==> src/design/scaler_pkg.sv <==
`default_nettype none

package scaler_pkg;

	// Pixel width
	localparam int DATA_W = 16;

	// Pixels per line, small for simulation
	localparam int LINE_WIDTH = 8;

	// Position counter must reach LINE_WIDTH itself
	localparam int POS_W = 4;

	// One index bit gives a factor of two
	localparam int REPEAT_W = 1;
	localparam int REPEAT_COUNT = 2 ** REPEAT_W;

	// One line plus a spare word for the write-back slot
	localparam int FIFO_DEPTH = LINE_WIDTH + 1;
	localparam int FIFO_AW = 4;

	typedef logic [DATA_W-1:0] pixel_t;
	typedef logic [POS_W-1:0] line_pos_t;
	typedef logic [REPEAT_W-1:0] repeat_t;

	// Input beat, also the FIFO word
	typedef struct packed {
		pixel_t data;
		logic sop;
		logic eop;
	} stream_beat_t;

	// Output beat with the copy number as channel
	typedef struct packed {
		repeat_t channel;
		pixel_t data;
		logic sop;
		logic eop;
	} out_beat_t;

	// Capture, loop copies back, then drain the last copy
	typedef enum logic [1:0] {
		get_line = 2'd0,
		loop_line = 2'd1,
		last_line = 2'd2
	} height_state_e;

endpackage

`default_nettype wire

==> src/design/line_fifo.sv <==
`timescale 1ns/1ps
`default_nettype none

module line_fifo import scaler_pkg::*; (
	input logic clk,
	input logic rst_n,
	input logic wr_en,
	input stream_beat_t wr_beat,
	input logic rd_en,
	output stream_beat_t rd_beat,
	output logic empty,
	output logic full
);

	// Storage, no reset needed
	stream_beat_t mem [FIFO_DEPTH];

	logic [FIFO_AW-1:0] wr_ptr;
	logic [FIFO_AW-1:0] rd_ptr;
	logic [FIFO_AW-1:0] count;
	logic do_wr;
	logic do_rd;

	// Wrap at the last slot, depth is not a power of two
	function automatic logic [FIFO_AW-1:0] ptr_next(input logic [FIFO_AW-1:0] p);
		logic [FIFO_AW-1:0] nxt;
		nxt = (p == FIFO_AW'(FIFO_DEPTH - 1)) ? '0 : p + 1'b1;
		return nxt;
	endfunction

	// Write while full only if a read frees the head slot
	assign do_wr = wr_en & (~full | rd_en);
	assign do_rd = rd_en & ~empty;

	// Show-ahead head word
	assign rd_beat = mem[rd_ptr];

	assign empty = (count == '0);
	assign full = (count == FIFO_AW'(FIFO_DEPTH));

	always_ff @(posedge clk) begin
		if (do_wr) begin
			mem[wr_ptr] <= wr_beat;
		end
	end

	always_ff @(posedge clk or negedge rst_n) begin
		if (!rst_n) begin
			wr_ptr <= '0;
			rd_ptr <= '0;
			count <= '0;
		end else begin
			if (do_wr) begin
				wr_ptr <= ptr_next(wr_ptr);
			end
			if (do_rd) begin
				rd_ptr <= ptr_next(rd_ptr);
			end
			// Read and write together leave the fill level alone
			case ({do_wr, do_rd})
				2'b10: count <= count + 1'b1;
				2'b01: count <= count - 1'b1;
				default: count <= count;
			endcase
		end
	end

endmodule

`default_nettype wire

==> src/design/height_sequencer.sv <==
`timescale 1ns/1ps
`default_nettype none

module height_sequencer import scaler_pkg::*; (
	input logic clk,
	input logic rst_n,
	input logic in_valid,
	input stream_beat_t in_beat,
	output logic in_ready,
	input stream_beat_t fifo_head,
	input logic fifo_empty,
	input logic fifo_full,
	output logic fifo_wr,
	output stream_beat_t fifo_wr_beat,
	output logic fifo_rd,
	input logic line_captured,
	input logic line_read_end,
	input logic last_repeat,
	input logic out_load,
	output logic beat_present,
	output height_state_e state
);

	height_state_e next_state;
	logic looping;

	assign looping = (state == loop_line);

	always_ff @(posedge clk or negedge rst_n) begin
		if (!rst_n) begin
			state <= get_line;
		end else begin
			state <= next_state;
		end
	end

	always_comb begin
		next_state = state;
		case (state)
			get_line: begin
				// Whole line in the FIFO
				if (line_captured) begin
					next_state = loop_line;
				end
			end
			loop_line: begin
				// Index steps on this edge, so the copy after it is the last
				if (line_read_end & ~last_repeat) begin
					next_state = last_line;
				end
			end
			last_line: begin
				if (line_read_end) begin
					next_state = get_line;
				end
			end
			default: next_state = get_line;
		endcase
	end

	// Nothing is read out while capturing
	assign beat_present = (state != get_line) & ~fifo_empty;
	assign fifo_rd = out_load & beat_present;

	// Blocked while looping or once a full line is held
	assign in_ready = looping ? 1'b0 : (~fifo_full & ~line_captured);

	// Loop mode recirculates the head word into the tail
	assign fifo_wr = looping ? fifo_rd : (in_valid & in_ready);
	assign fifo_wr_beat = looping ? fifo_head : in_beat;

endmodule

`default_nettype wire

==> src/design/line_counters.sv <==
`timescale 1ns/1ps
`default_nettype none

module line_counters import scaler_pkg::*; (
	input logic clk,
	input logic rst_n,
	input height_state_e state,
	input logic in_fire,
	input logic fifo_rd,
	output logic line_captured,
	output logic line_read_end,
	output logic last_repeat,
	output repeat_t repeat_idx
);

	line_pos_t cap_cnt;
	line_pos_t rd_pos;

	// Captured pixels, cleared once the line starts looping
	always_ff @(posedge clk or negedge rst_n) begin
		if (!rst_n) begin
			cap_cnt <= '0;
		end else if (state == loop_line) begin
			cap_cnt <= '0;
		end else if (in_fire) begin
			cap_cnt <= cap_cnt + 1'b1;
		end
	end

	assign line_captured = (cap_cnt == POS_W'(LINE_WIDTH));

	// Read position, wraps at the end of every copy
	always_ff @(posedge clk or negedge rst_n) begin
		if (!rst_n) begin
			rd_pos <= '0;
		end else if (fifo_rd) begin
			if (rd_pos == POS_W'(LINE_WIDTH - 1)) begin
				rd_pos <= '0;
			end else begin
				rd_pos <= rd_pos + 1'b1;
			end
		end
	end

	// Last pixel of a copy leaves the FIFO
	assign line_read_end = fifo_rd & (rd_pos == POS_W'(LINE_WIDTH - 1));

	// Copy number, restarts for every new input line
	always_ff @(posedge clk or negedge rst_n) begin
		if (!rst_n) begin
			repeat_idx <= '0;
		end else if (state == get_line) begin
			repeat_idx <= '0;
		end else if (line_read_end) begin
			repeat_idx <= repeat_idx + 1'b1;
		end
	end

	assign last_repeat = &repeat_idx;

endmodule

`default_nettype wire

==> src/design/stream_out_stage.sv <==
`timescale 1ns/1ps
`default_nettype none

module stream_out_stage import scaler_pkg::*; (
	input logic clk,
	input logic rst_n,
	input stream_beat_t fifo_head,
	input repeat_t repeat_idx,
	input logic beat_present,
	input logic out_ready,
	output logic out_load,
	output out_beat_t out_beat,
	output logic out_valid
);

	repeat_t chan_q;
	pixel_t data_q;
	logic sop_q;
	logic eop_q;
	logic first_copy;
	logic final_copy;

	// Register free or being emptied this cycle
	assign out_load = out_ready | ~out_valid;

	assign first_copy = (repeat_idx == '0);
	assign final_copy = &repeat_idx;

	// Valid and packet flags
	always_ff @(posedge clk or negedge rst_n) begin
		if (!rst_n) begin
			out_valid <= 1'b0;
			sop_q <= 1'b0;
			eop_q <= 1'b0;
		end else if (out_load) begin
			out_valid <= beat_present;
			// sop only on copy zero
			sop_q <= first_copy ? fifo_head.sop : 1'b0;
			// eop only on the final copy
			eop_q <= final_copy ? fifo_head.eop : 1'b0;
		end
	end

	// Pixel and channel payload
	always_ff @(posedge clk) begin
		if (out_load) begin
			chan_q <= repeat_idx;
			data_q <= fifo_head.data;
		end
	end

	assign out_beat = '{channel: chan_q, data: data_q, sop: sop_q, eop: eop_q};

endmodule

`default_nettype wire

==> src/design/video_scaler_height.sv <==
`timescale 1ns/1ps
`default_nettype none

module video_scaler_height import scaler_pkg::*; (
	input logic clk,
	input logic rst_n,
	input stream_beat_t in_beat,
	input logic in_valid,
	output logic in_ready,
	output out_beat_t out_beat,
	output logic out_valid,
	input logic out_ready
);

	// FIFO side
	stream_beat_t fifo_head;
	stream_beat_t fifo_wr_beat;
	logic fifo_wr;
	logic fifo_rd;
	logic fifo_empty;
	logic fifo_full;

	// Counter flags
	logic line_captured;
	logic line_read_end;
	logic last_repeat;
	repeat_t repeat_idx;

	// Sequencer and output handshake
	height_state_e state;
	logic beat_present;
	logic out_load;
	logic in_fire;

	// Accepted input beat
	assign in_fire = in_valid & in_ready;

	line_fifo u_line_fifo (
		.clk(clk),
		.rst_n(rst_n),
		.wr_en(fifo_wr),
		.wr_beat(fifo_wr_beat),
		.rd_en(fifo_rd),
		.rd_beat(fifo_head),
		.empty(fifo_empty),
		.full(fifo_full)
	);

	height_sequencer u_height_sequencer (
		.clk(clk),
		.rst_n(rst_n),
		.in_valid(in_valid),
		.in_beat(in_beat),
		.in_ready(in_ready),
		.fifo_head(fifo_head),
		.fifo_empty(fifo_empty),
		.fifo_full(fifo_full),
		.fifo_wr(fifo_wr),
		.fifo_wr_beat(fifo_wr_beat),
		.fifo_rd(fifo_rd),
		.line_captured(line_captured),
		.line_read_end(line_read_end),
		.last_repeat(last_repeat),
		.out_load(out_load),
		.beat_present(beat_present),
		.state(state)
	);

	line_counters u_line_counters (
		.clk(clk),
		.rst_n(rst_n),
		.state(state),
		.in_fire(in_fire),
		.fifo_rd(fifo_rd),
		.line_captured(line_captured),
		.line_read_end(line_read_end),
		.last_repeat(last_repeat),
		.repeat_idx(repeat_idx)
	);

	// Registered output, channel carries the copy number
	stream_out_stage u_stream_out_stage (
		.clk(clk),
		.rst_n(rst_n),
		.fifo_head(fifo_head),
		.repeat_idx(repeat_idx),
		.beat_present(beat_present),
		.out_ready(out_ready),
		.out_load(out_load),
		.out_beat(out_beat),
		.out_valid(out_valid)
	);

endmodule

`default_nettype wire

==> config.mk <==
export PLATFORM = sky130hd
export DESIGN_NAME = video_scaler_height
export DESIGN_NICKNAME = d
export VERILOG_FILES = /design/src/design/scaler_pkg.sv /design/src/design/line_fifo.sv /design/src/design/height_sequencer.sv /design/src/design/line_counters.sv /design/src/design/stream_out_stage.sv /design/src/design/video_scaler_height.sv
export SDC_FILE = /design/constraint.sdc
export NUM_CORES = 1
export LEC_CHECK = 0
export BUFFER_PORTS_ARGS = -buffer_cell sky130_fd_sc_hd__clkbuf_2
export CORE_MARGIN = 8
export CORE_UTILIZATION = 40
export CTS_CLUSTER_SIZE = 10
export DETAILED_ROUTE_END_ITERATION = 7
export PLACE_DENSITY_LB_ADDON = 0.25
export SYNTH_ARGS = -nofsm -noshare
export SYNTH_HDL_FRONTEND = slang
export SYNTH_SLANG_ARGS = --single-unit
export TNS_END_PERCENT = 1
==> constraint.sdc <==
create_clock -name clk -period 6.1 [get_ports clk]
set_input_delay 0.305 -clock clk [delete_from_list [all_inputs] [get_ports clk]]
set_output_delay 0.305 -clock clk [all_outputs]
set_load 0.01 [all_outputs]
==> impl_results.md, run 1 <==
* Status: complete, no violations
* CTS root buffer: clkbuf_16
* Full die area at 26100 um^2
* Final ANT Viol Nets at 0
* Max Freq at 319 MHz
* Most used DFF post-synth: edfxtp_1
* Post-Synthesis Cells at 470
* Drt drc at 0
* R2r startpoint: u_line_fifo.count[0]$_DFFE_PN0P_
* Crit path capture type: flop
* Pwr/cell area at 518 nW/um^2
* I/O pin total at 43
* Initial core utilization at 0.405
* N_diodes at 0
* Worst VDD drop at 0.197 mV
* Cell Rows at 53
* Buf/Inv on CP at 1
* Largest net degree at the start of global routing at 42
* CTS tree: done
* Mapped cell area at 8460 um^2
* Count of unique library cells instantiated by Yosys at 50
* Nets at 560
* Router iterations before antenna repair at 4
* Cell mode on critical path: xor2_1
* Min-delay worst type: input port to flop
* CP max-delay cell: a21boi_4
* Core region area at 20900 um^2
* Resized cells post-CTS at 0
* DP HPWL at 9930 um
* Total global-route track usage at 0.131
* Crit path cell chain: nor4_2, or3_1, inv_4, a21boi_4, ha_1, xor2_1, ha_1, a21oi_1, xor2_1, nor2_1, xor2_1
* Post-CTS Setup Inserts at 0
* Req. time, crit path at 6.48 ns
* CP Max Fanout at 15
* Hold_sp: out_ready
* Net count after synthesis at 504
* Unrepaired setup endpoints after global routing: no
* Crit path to: u_line_fifo.count[2]$_DFFE_PN0P_
* Minimum clock period at 3.14 ns
* Grt ovf at 0
* Global-route wire length before repair at 26600 um
* Crit path depth at 11
* MaxCap Viol Count at 0
* Crit path largest cell delay at 0.54 ns
* Final Setup Violations at 0
* Sink Count at 205
* Post-synthesis register bit count at 205
* Worst-Margin Slew at 1.05 ns
* Seq/Total Area, Yosys at 0.712
* Die height at 161 um
* Total negative setup slack at 0 ns
* Worst flop-to-flop path endpoint: u_line_fifo.count[2]$_DFFE_PN0P_
* Clock Pin Slew Worst Setup and Hold Paths at 0.05 ns
* Clock latency on the worst-skew pair at 0.50 ns
* Worst rel slew slack at 0.294
* Hold Fails Final Rpt at 0
* Max-slew violation count at 0
* Pleak at 3.42 nW
* Worst setup margin at 2.96 ns
* Die X at 161 um
* Area growth, synth to finish at 14.5%
* Crit start category: flop
* GPL Wtd Cong at 0.726
* Via density per instance at 5.29
* CTS Buf Count at 24
* Launch point of the worst path: u_line_fifo.count[0]$_DFFE_PN0P_
* FF-to-FF path depth at 11
* Drt total wl at 16900 um
* Initial antenna violation count at 1
* WS Path Type: flop to flop
* Ys Warns at 0
* CTS H-tree depth at 1
* Vias in the first global route at 4570
* Post-synth EDFFs at 179
* Fraction of registers with async set/reset at 0.127
* Via count at 4274
* Synth Area per Inst at 18.0 um^2
* Setup slack, reg-to-reg at 2.96 ns
* Final worst-path cycle share at 0.514
* Critical path's top delay family: simple AND/OR/NAND/NOR gates
* Pre-CTS setup slack at 2.95 ns
* IO Port Bufs at 42
* Routed WL per cell at 20.9 um
* DR iter-0 viols at 325
* WP data arrival at 3.51 ns
* Clock skew at 0.00757 ns
* Ratio of cells with drive above 1 in the final layout at 0.281
* CTS max path bufs at 3
[synth_stat cells, types with 4 or more instances]
cell type,n,area (um^2)
edfxtp_1,179,5380
nand2_1,38,143
mux4_2,36,811
dfrtp_1,26,651
mux2i_1,18,180
o21ai_1,17,85.1
ha_1,12,150
nor2_1,12,45.0
mux2_4,11,165
inv_1,9,33.8
clkbuf_1,8,30.0
o21ai_0,8,40.0
mux2_2,7,78.8
buf_2,6,30.0
nor3_1,6,30.0
xnor2_1,6,52.6
nor2b_1,5,31.3
a21oi_1,4,20.0
buf_4,4,30.0
buf_6,4,45.0
nand3_1,4,20.0
xor2_1,4,35.0
[registers in the layout, summed over array words and instances (netlist names)]
name,cells
u_line_fifo.wr_ptr,4
u_line_counters.rd_pos,4
u_line_fifo.rd_ptr,4
u_stream_out_stage.out_valid,1
u_line_counters.cap_cnt,4
u_line_fifo.count,4
u_line_counters.last_repeat,1
u_stream_out_stage.sop_q,1
u_stream_out_stage.chan_q,1
u_stream_out_stage.eop_q,1
u_stream_out_stage.data_q,16
u_height_sequencer.state,2
u_line_fifo.mem,162
[report_power, final]
part	switching, mW	internal (mW)
sequential	0.147	2.01
combinational	0.953	0.680
clock	0.497	0.733
total	1.60	3.43
[kinds of logic (layout without fill, tap and decap cells)]
kind of cell,count (synthesis),count (layout),share of synthesized area
flip-flops,205,205,0.712
AND/OR/NAND/NOR,89,89,0.0549
multiplexers,74,74,0.149
AO/OA/AOI/OAI,44,44,0.0322
buffers and inverters,36,99,0.0240
adder cells (fa/ha/maj),12,12,0.0177
XOR/XNOR,10,10,0.0104
[worst register-to-register path: cells and delay by family, from the launching register on]
kind                       cells  cell delay, ns
AOI/OAI and AO/OA              2            0.68
buffers and inverters          1            0.13
and+or+nand+nor                3            0.78
DFF                            1            0.45
adders and majority gates      2            0.57
xor gates and xnor gates       3            0.40
[placed cells by master (no fill, tap or decap), types with 13 or more instances in the layout]
cell type  netlist  layout
edfxtp_1       179     179
clkbuf_2         1      42
nand2_1         38      38
mux4_2          36      36
dfrtp_1         26      25
clkbuf_16        0      24
mux2i_1         18      18
o21ai_1         17      17
buf_4            4      13
[how the worst min path moves through the flow]
stage | to | slack, ns | cells after the start
after global placement | u_line_counters.cap_cnt[1]$_DFFE_PN0P_ | 0.36 | 1
after global routing | u_line_fifo.mem[0][6]$_DFFE_PP_ | 0.18 | 2
after CTS | u_stream_out_stage.eop_q$_DFFE_PN0P_ | 0.16 | 4
after detailed placement | u_line_counters.cap_cnt[0]$_DFFE_PN0P_ | 0.38 | 1
after floorplan | u_height_sequencer.state[0]$_DFFE_PN0P_ | 0.009 | 0
final | u_stream_out_stage.eop_q$_DFFE_PN0P_ | 0.18 | 4
[per-stage QoR]
step / area (um^2) / hold slack (ns) / utilization / instances / power (mW)
final: 9690 / 0.180 / 0.464 / 808 / 5.02
after global placement: 9010 / 0.359 / 0.432 / 774 / 3.81
after CTS: 9690 / 0.159 / 0.464 / 808 / 5.11
after detailed placement: 9010 / 0.380 / 0.432 / 774 / 3.86
after floorplan: 8460 / 0.00941 / - / 470 / 3.39
after global routing: 9690 / 0.177 / 0.464 / 808 / 5.31
[cell type report]
class                   instances  area [um^2]
inverters                      10         40.0
repair buffers                 56          318
clock inverters                 1         16.3
clock buffers                  32          651
fillers                      1764        11200
well taps                     275          344
multi-input cells             229         2290
flip-flops and latches        205         6030
[repair_timing]
action	4_1_cts	5_1_grt
hold buffers	1	0
endpoints found under the setup margin	0	0
hold endpoints to repair	26	0
[metal layers]
| layer | global-route usage | share of wire | up-vias |
|---|---|---|---|
| met4 | 0.0328 | 0.015 | 2 |
| met5 | 0 | 0.00077 | - |
| met3 | 0.0262 | 0.044 | 24 |
| met2 | 0.229 | 0.51 | 83 |
| li1 | - | - | 1939 |
| met1 | 0.165 | 0.43 | 2226 |
(Power assumes the default switching activity.)
==> run 2, diff against run 1 <==
==> constraint.sdc (replaced) <==
create_clock -name clk -period 2.7 [get_ports clk]
set_input_delay 0.135 -clock clk [delete_from_list [all_inputs] [get_ports clk]]
set_output_delay 0.135 -clock clk [all_outputs]
set_load 0.01 [all_outputs]
==> run 2 against run 1 <==
- first-iteration DRC count fell by 17%
- sequential share of layout area fell by 1.4 points
- clock skew rose by 0.0083 ns
- sequential cell count did not move
- final area rose by 2.4%
- final cell count rose by 3.2%
- sequential power rose by 130%
- utilization rose by 1.1 points
- highest routed layer is now met4
==> impl_results.md, run 2 (synthesis gave the netlist of run 1 again) <==
* DR top layer: met4 (was met5)
* Cell Count, Final, Fillers Out at 834 (was 808)
* Max-slew violation count at 0 (unchanged)
* GPL Wtd Cong at 0.737 (was 0.726)
* Drt total wl at 16900 um (unchanged)
* WP data arrival at 2.88 ns (was 3.51 ns)
* IO Port Bufs at 42 (unchanged)
* Multi-input gate area at 2320 um^2 (was 2290 um^2)
* Clock skew at 0.0159 ns (was 0.00757 ns)
* CTS Buf Count at 24 (unchanged)
* Minimum clock period at 2.52 ns (was 3.14 ns)
* Global-route wire length before repair at 26700 um (was 26600 um)
* Ratio of cells with drive above 1 in the final layout at 0.304 (was 0.281)
* M1 wire length at 7890 um (was 7270 um)
* CTS H-tree depth at 1 (unchanged)
* Commonest non-fill, non-tap cell in the layout: edfxtp_1 (unchanged)
* Req. time, crit path at 3.06 ns (was 6.48 ns)
* DP HPWL at 10700 um (was 9930 um)
* Total global-route track usage at 0.131 (about the same)
* Die height at 161 um (unchanged)
* Min-delay worst type: input port to flop (unchanged)
* WS Path Type: flop to flop (unchanged)
* Worst VDD drop at 0.561 mV (was 0.197 mV)
* Largest regs: u_line_fifo.mem x162, u_stream_out_stage.data_q x16 (unchanged)
* Post-Place Cells at 795 (was 774)
* Core region area at 20900 um^2 (unchanged)
* Commonest cells after routing, fill and taps aside: edfxtp_1 (179), clkbuf_2 (42), nand2_1 (38) (unchanged)
* Cell Rows at 53 (unchanged)
* Worst rel slew slack at 0.240 (was 0.294)
* Die X at 161 um (unchanged)
* Drt drc at 0 (unchanged)
* Clock Pin Slew Worst Setup and Hold Paths at 0.06 ns (was 0.05 ns)
* Full die area at 26100 um^2 (unchanged)
* Via count at 4332 (was 4274)
* Nets at 583 (was 560)
* Initial core utilization at 0.405 (unchanged)
* Pleak at 3.55 nW (was 3.42 nW)
* CP Max Fanout at 13 (was 15)
* Routed WL per cell at 20.3 um (was 20.9 um)
* Cell mode on critical path: xor2_1 (unchanged)
* Grt ovf at 0 (unchanged)
* CTS tree: done (unchanged)
* Sink Count at 205 (unchanged)
* Crit path cell chain: nor4_4, or3_1, inv_4, a21boi_4, ha_1, xor2_1, ha_1, a21oi_1, xor2_1, nor2_1, xor2_1 (was nor4_2, or3_1, inv_4, a21boi_4, ha_1, xor2_1, ha_1, a21oi_1, xor2_1, nor2_1, xor2_1)
* CP max-delay cell: dfrtp_1 (was a21boi_4)
* Pre-CTS setup slack at 0.128 ns (was 2.95 ns)
* Pwr/cell area at 1170 nW/um^2 (was 518 nW/um^2)
* CTS root buffer: clkbuf_16 (unchanged)
* Total negative setup slack at 0 ns (unchanged)
* Worst-Margin Slew at 1.13 ns (was 1.05 ns)
* I/O pin total at 43 (unchanged)
* CTS max path bufs at 3 (unchanged)
* Largest Register: u_line_fifo.mem (unchanged)
* Clock latency on the worst-skew pair at 0.50 ns (about the same)
* Worst setup margin at 0.181 ns (was 2.96 ns)
* Met2 Routed Length at 7930 um (was 8590 um)
* MaxCap Viol Count at 0 (unchanged)
* Crit path largest cell delay at 0.52 ns (was 0.54 ns)
* Max FFs per register at 162 (unchanged)
* Post-CTS Setup Inserts at 0 (unchanged)
* N_diodes at 0 (unchanged)
* Final Setup Violations at 0 (unchanged)
* Max Freq at 397 MHz (was 319 MHz)
* Met3 wire len at 657 um (was 749 um)
* Final ANT Viol Nets at 0 (unchanged)
* Crit path capture type: flop (unchanged)
* Crit start category: flop (unchanged)
* Area growth, synth to finish at 17.3% (was 14.5%)
* Fill cell count at 1770 (was 1764)
* Initial antenna violation count at 0 (was 1)
* Vias in the first global route at 4566 (was 4570)
* Final worst-path cycle share at 0.933 (was 0.514)
* Storage element area at 6030 um^2 (unchanged)
* Via density per instance at 5.19 (was 5.29)
* DR iter-0 viols at 270 (was 325)
* Hold Fails Final Rpt at 0 (unchanged)
* Status: complete, no violations (unchanged)
* Largest net degree at the start of global routing at 27 (was 42)
* Router iterations before antenna repair at 4 (unchanged)
* Unrepaired setup endpoints after global routing: no (unchanged)
[run 2: cell types whose count changed in the layout (fill, tap and decap cells not counted), sizes merged]
cell and delta:
dlygate4sd3 +2, buf +21, clkinv -1, clkbuf +4
[run 2: metrics by stage]
stage          instance area [um^2]  total power, mW  utilization  hold slack (ns)
2_1_floorplan                  8470             7.67            -           -0.161
3_3_place_gp                   9200             8.79        0.440            0.213
3_5_place_dp                   9200             8.92        0.440            0.227
4_1_cts                        9910             11.8        0.474           0.0103
5_1_grt                        9920             12.3        0.475           0.0294
6_report                       9920             11.6        0.475           0.0211
[run 2: critical path, delay by kind of cell (launching register included)]
family                   cells  cell delay, ns
AND/OR/NAND/NOR              3            0.56
flip-flops                   1            0.52
XOR/XNOR                     3            0.47
adder cells (fa/ha/maj)      2            0.45
AO/OA/AOI/OAI                2            0.22
buffers and inverters        1            0.16
[run 2: repair_timing]
item	4_1_cts	5_1_grt
hold endpoints to repair	38	0
resized for setup	0	2
hold buffers	3	0
setup endpoints to repair	0	2
[run 2: layout make-up]
cell class / instances / share of cell area
inverters: 10 / 0.00404
well taps: 275 / 0.0347
clock buffers: 36 / 0.0682
flip-flops and latches: 205 / 0.608
repair buffers: 79 / 0.0516
multi-input cells: 229 / 0.234
[run 2: metal layers]
metal,GRT usage,vias to the layer above
met1,0.182,2231
met4,0.0358,0
met3,0.0262,29
met2,0.208,81
li1,-,1991
met5,0,-
[run 2: final timing paths]
check	startpoint	end	slack, ns	cells past startpoint
max in group asynchronous	rst_n	u_line_fifo.rd_ptr[1]$_DFFE_PN0P_	1.97	2
min	in_beat[5]	u_line_fifo.mem[0][5]$_DFFE_PP_	0.02	2
max	u_line_fifo.count[1]$_DFFE_PN0P_	u_line_fifo.count[2]$_DFFE_PN0P_	0.18	11
min in group asynchronous	rst_n	u_line_fifo.wr_ptr[3]$_DFFE_PN0P_	0.23	2
min reg2reg	u_stream_out_stage.sop_q$_DFFE_PN0P_	u_stream_out_stage.sop_q$_DFFE_PN0P_	0.49	2
max reg2reg	u_line_fifo.count[1]$_DFFE_PN0P_	u_line_fifo.count[2]$_DFFE_PN0P_	0.18	11
[run 2: where the power goes]
part           internal, mW  switching [mW]
Clock                  1.70            1.13
Sequential             4.54           0.372
Combinational          1.70            2.20
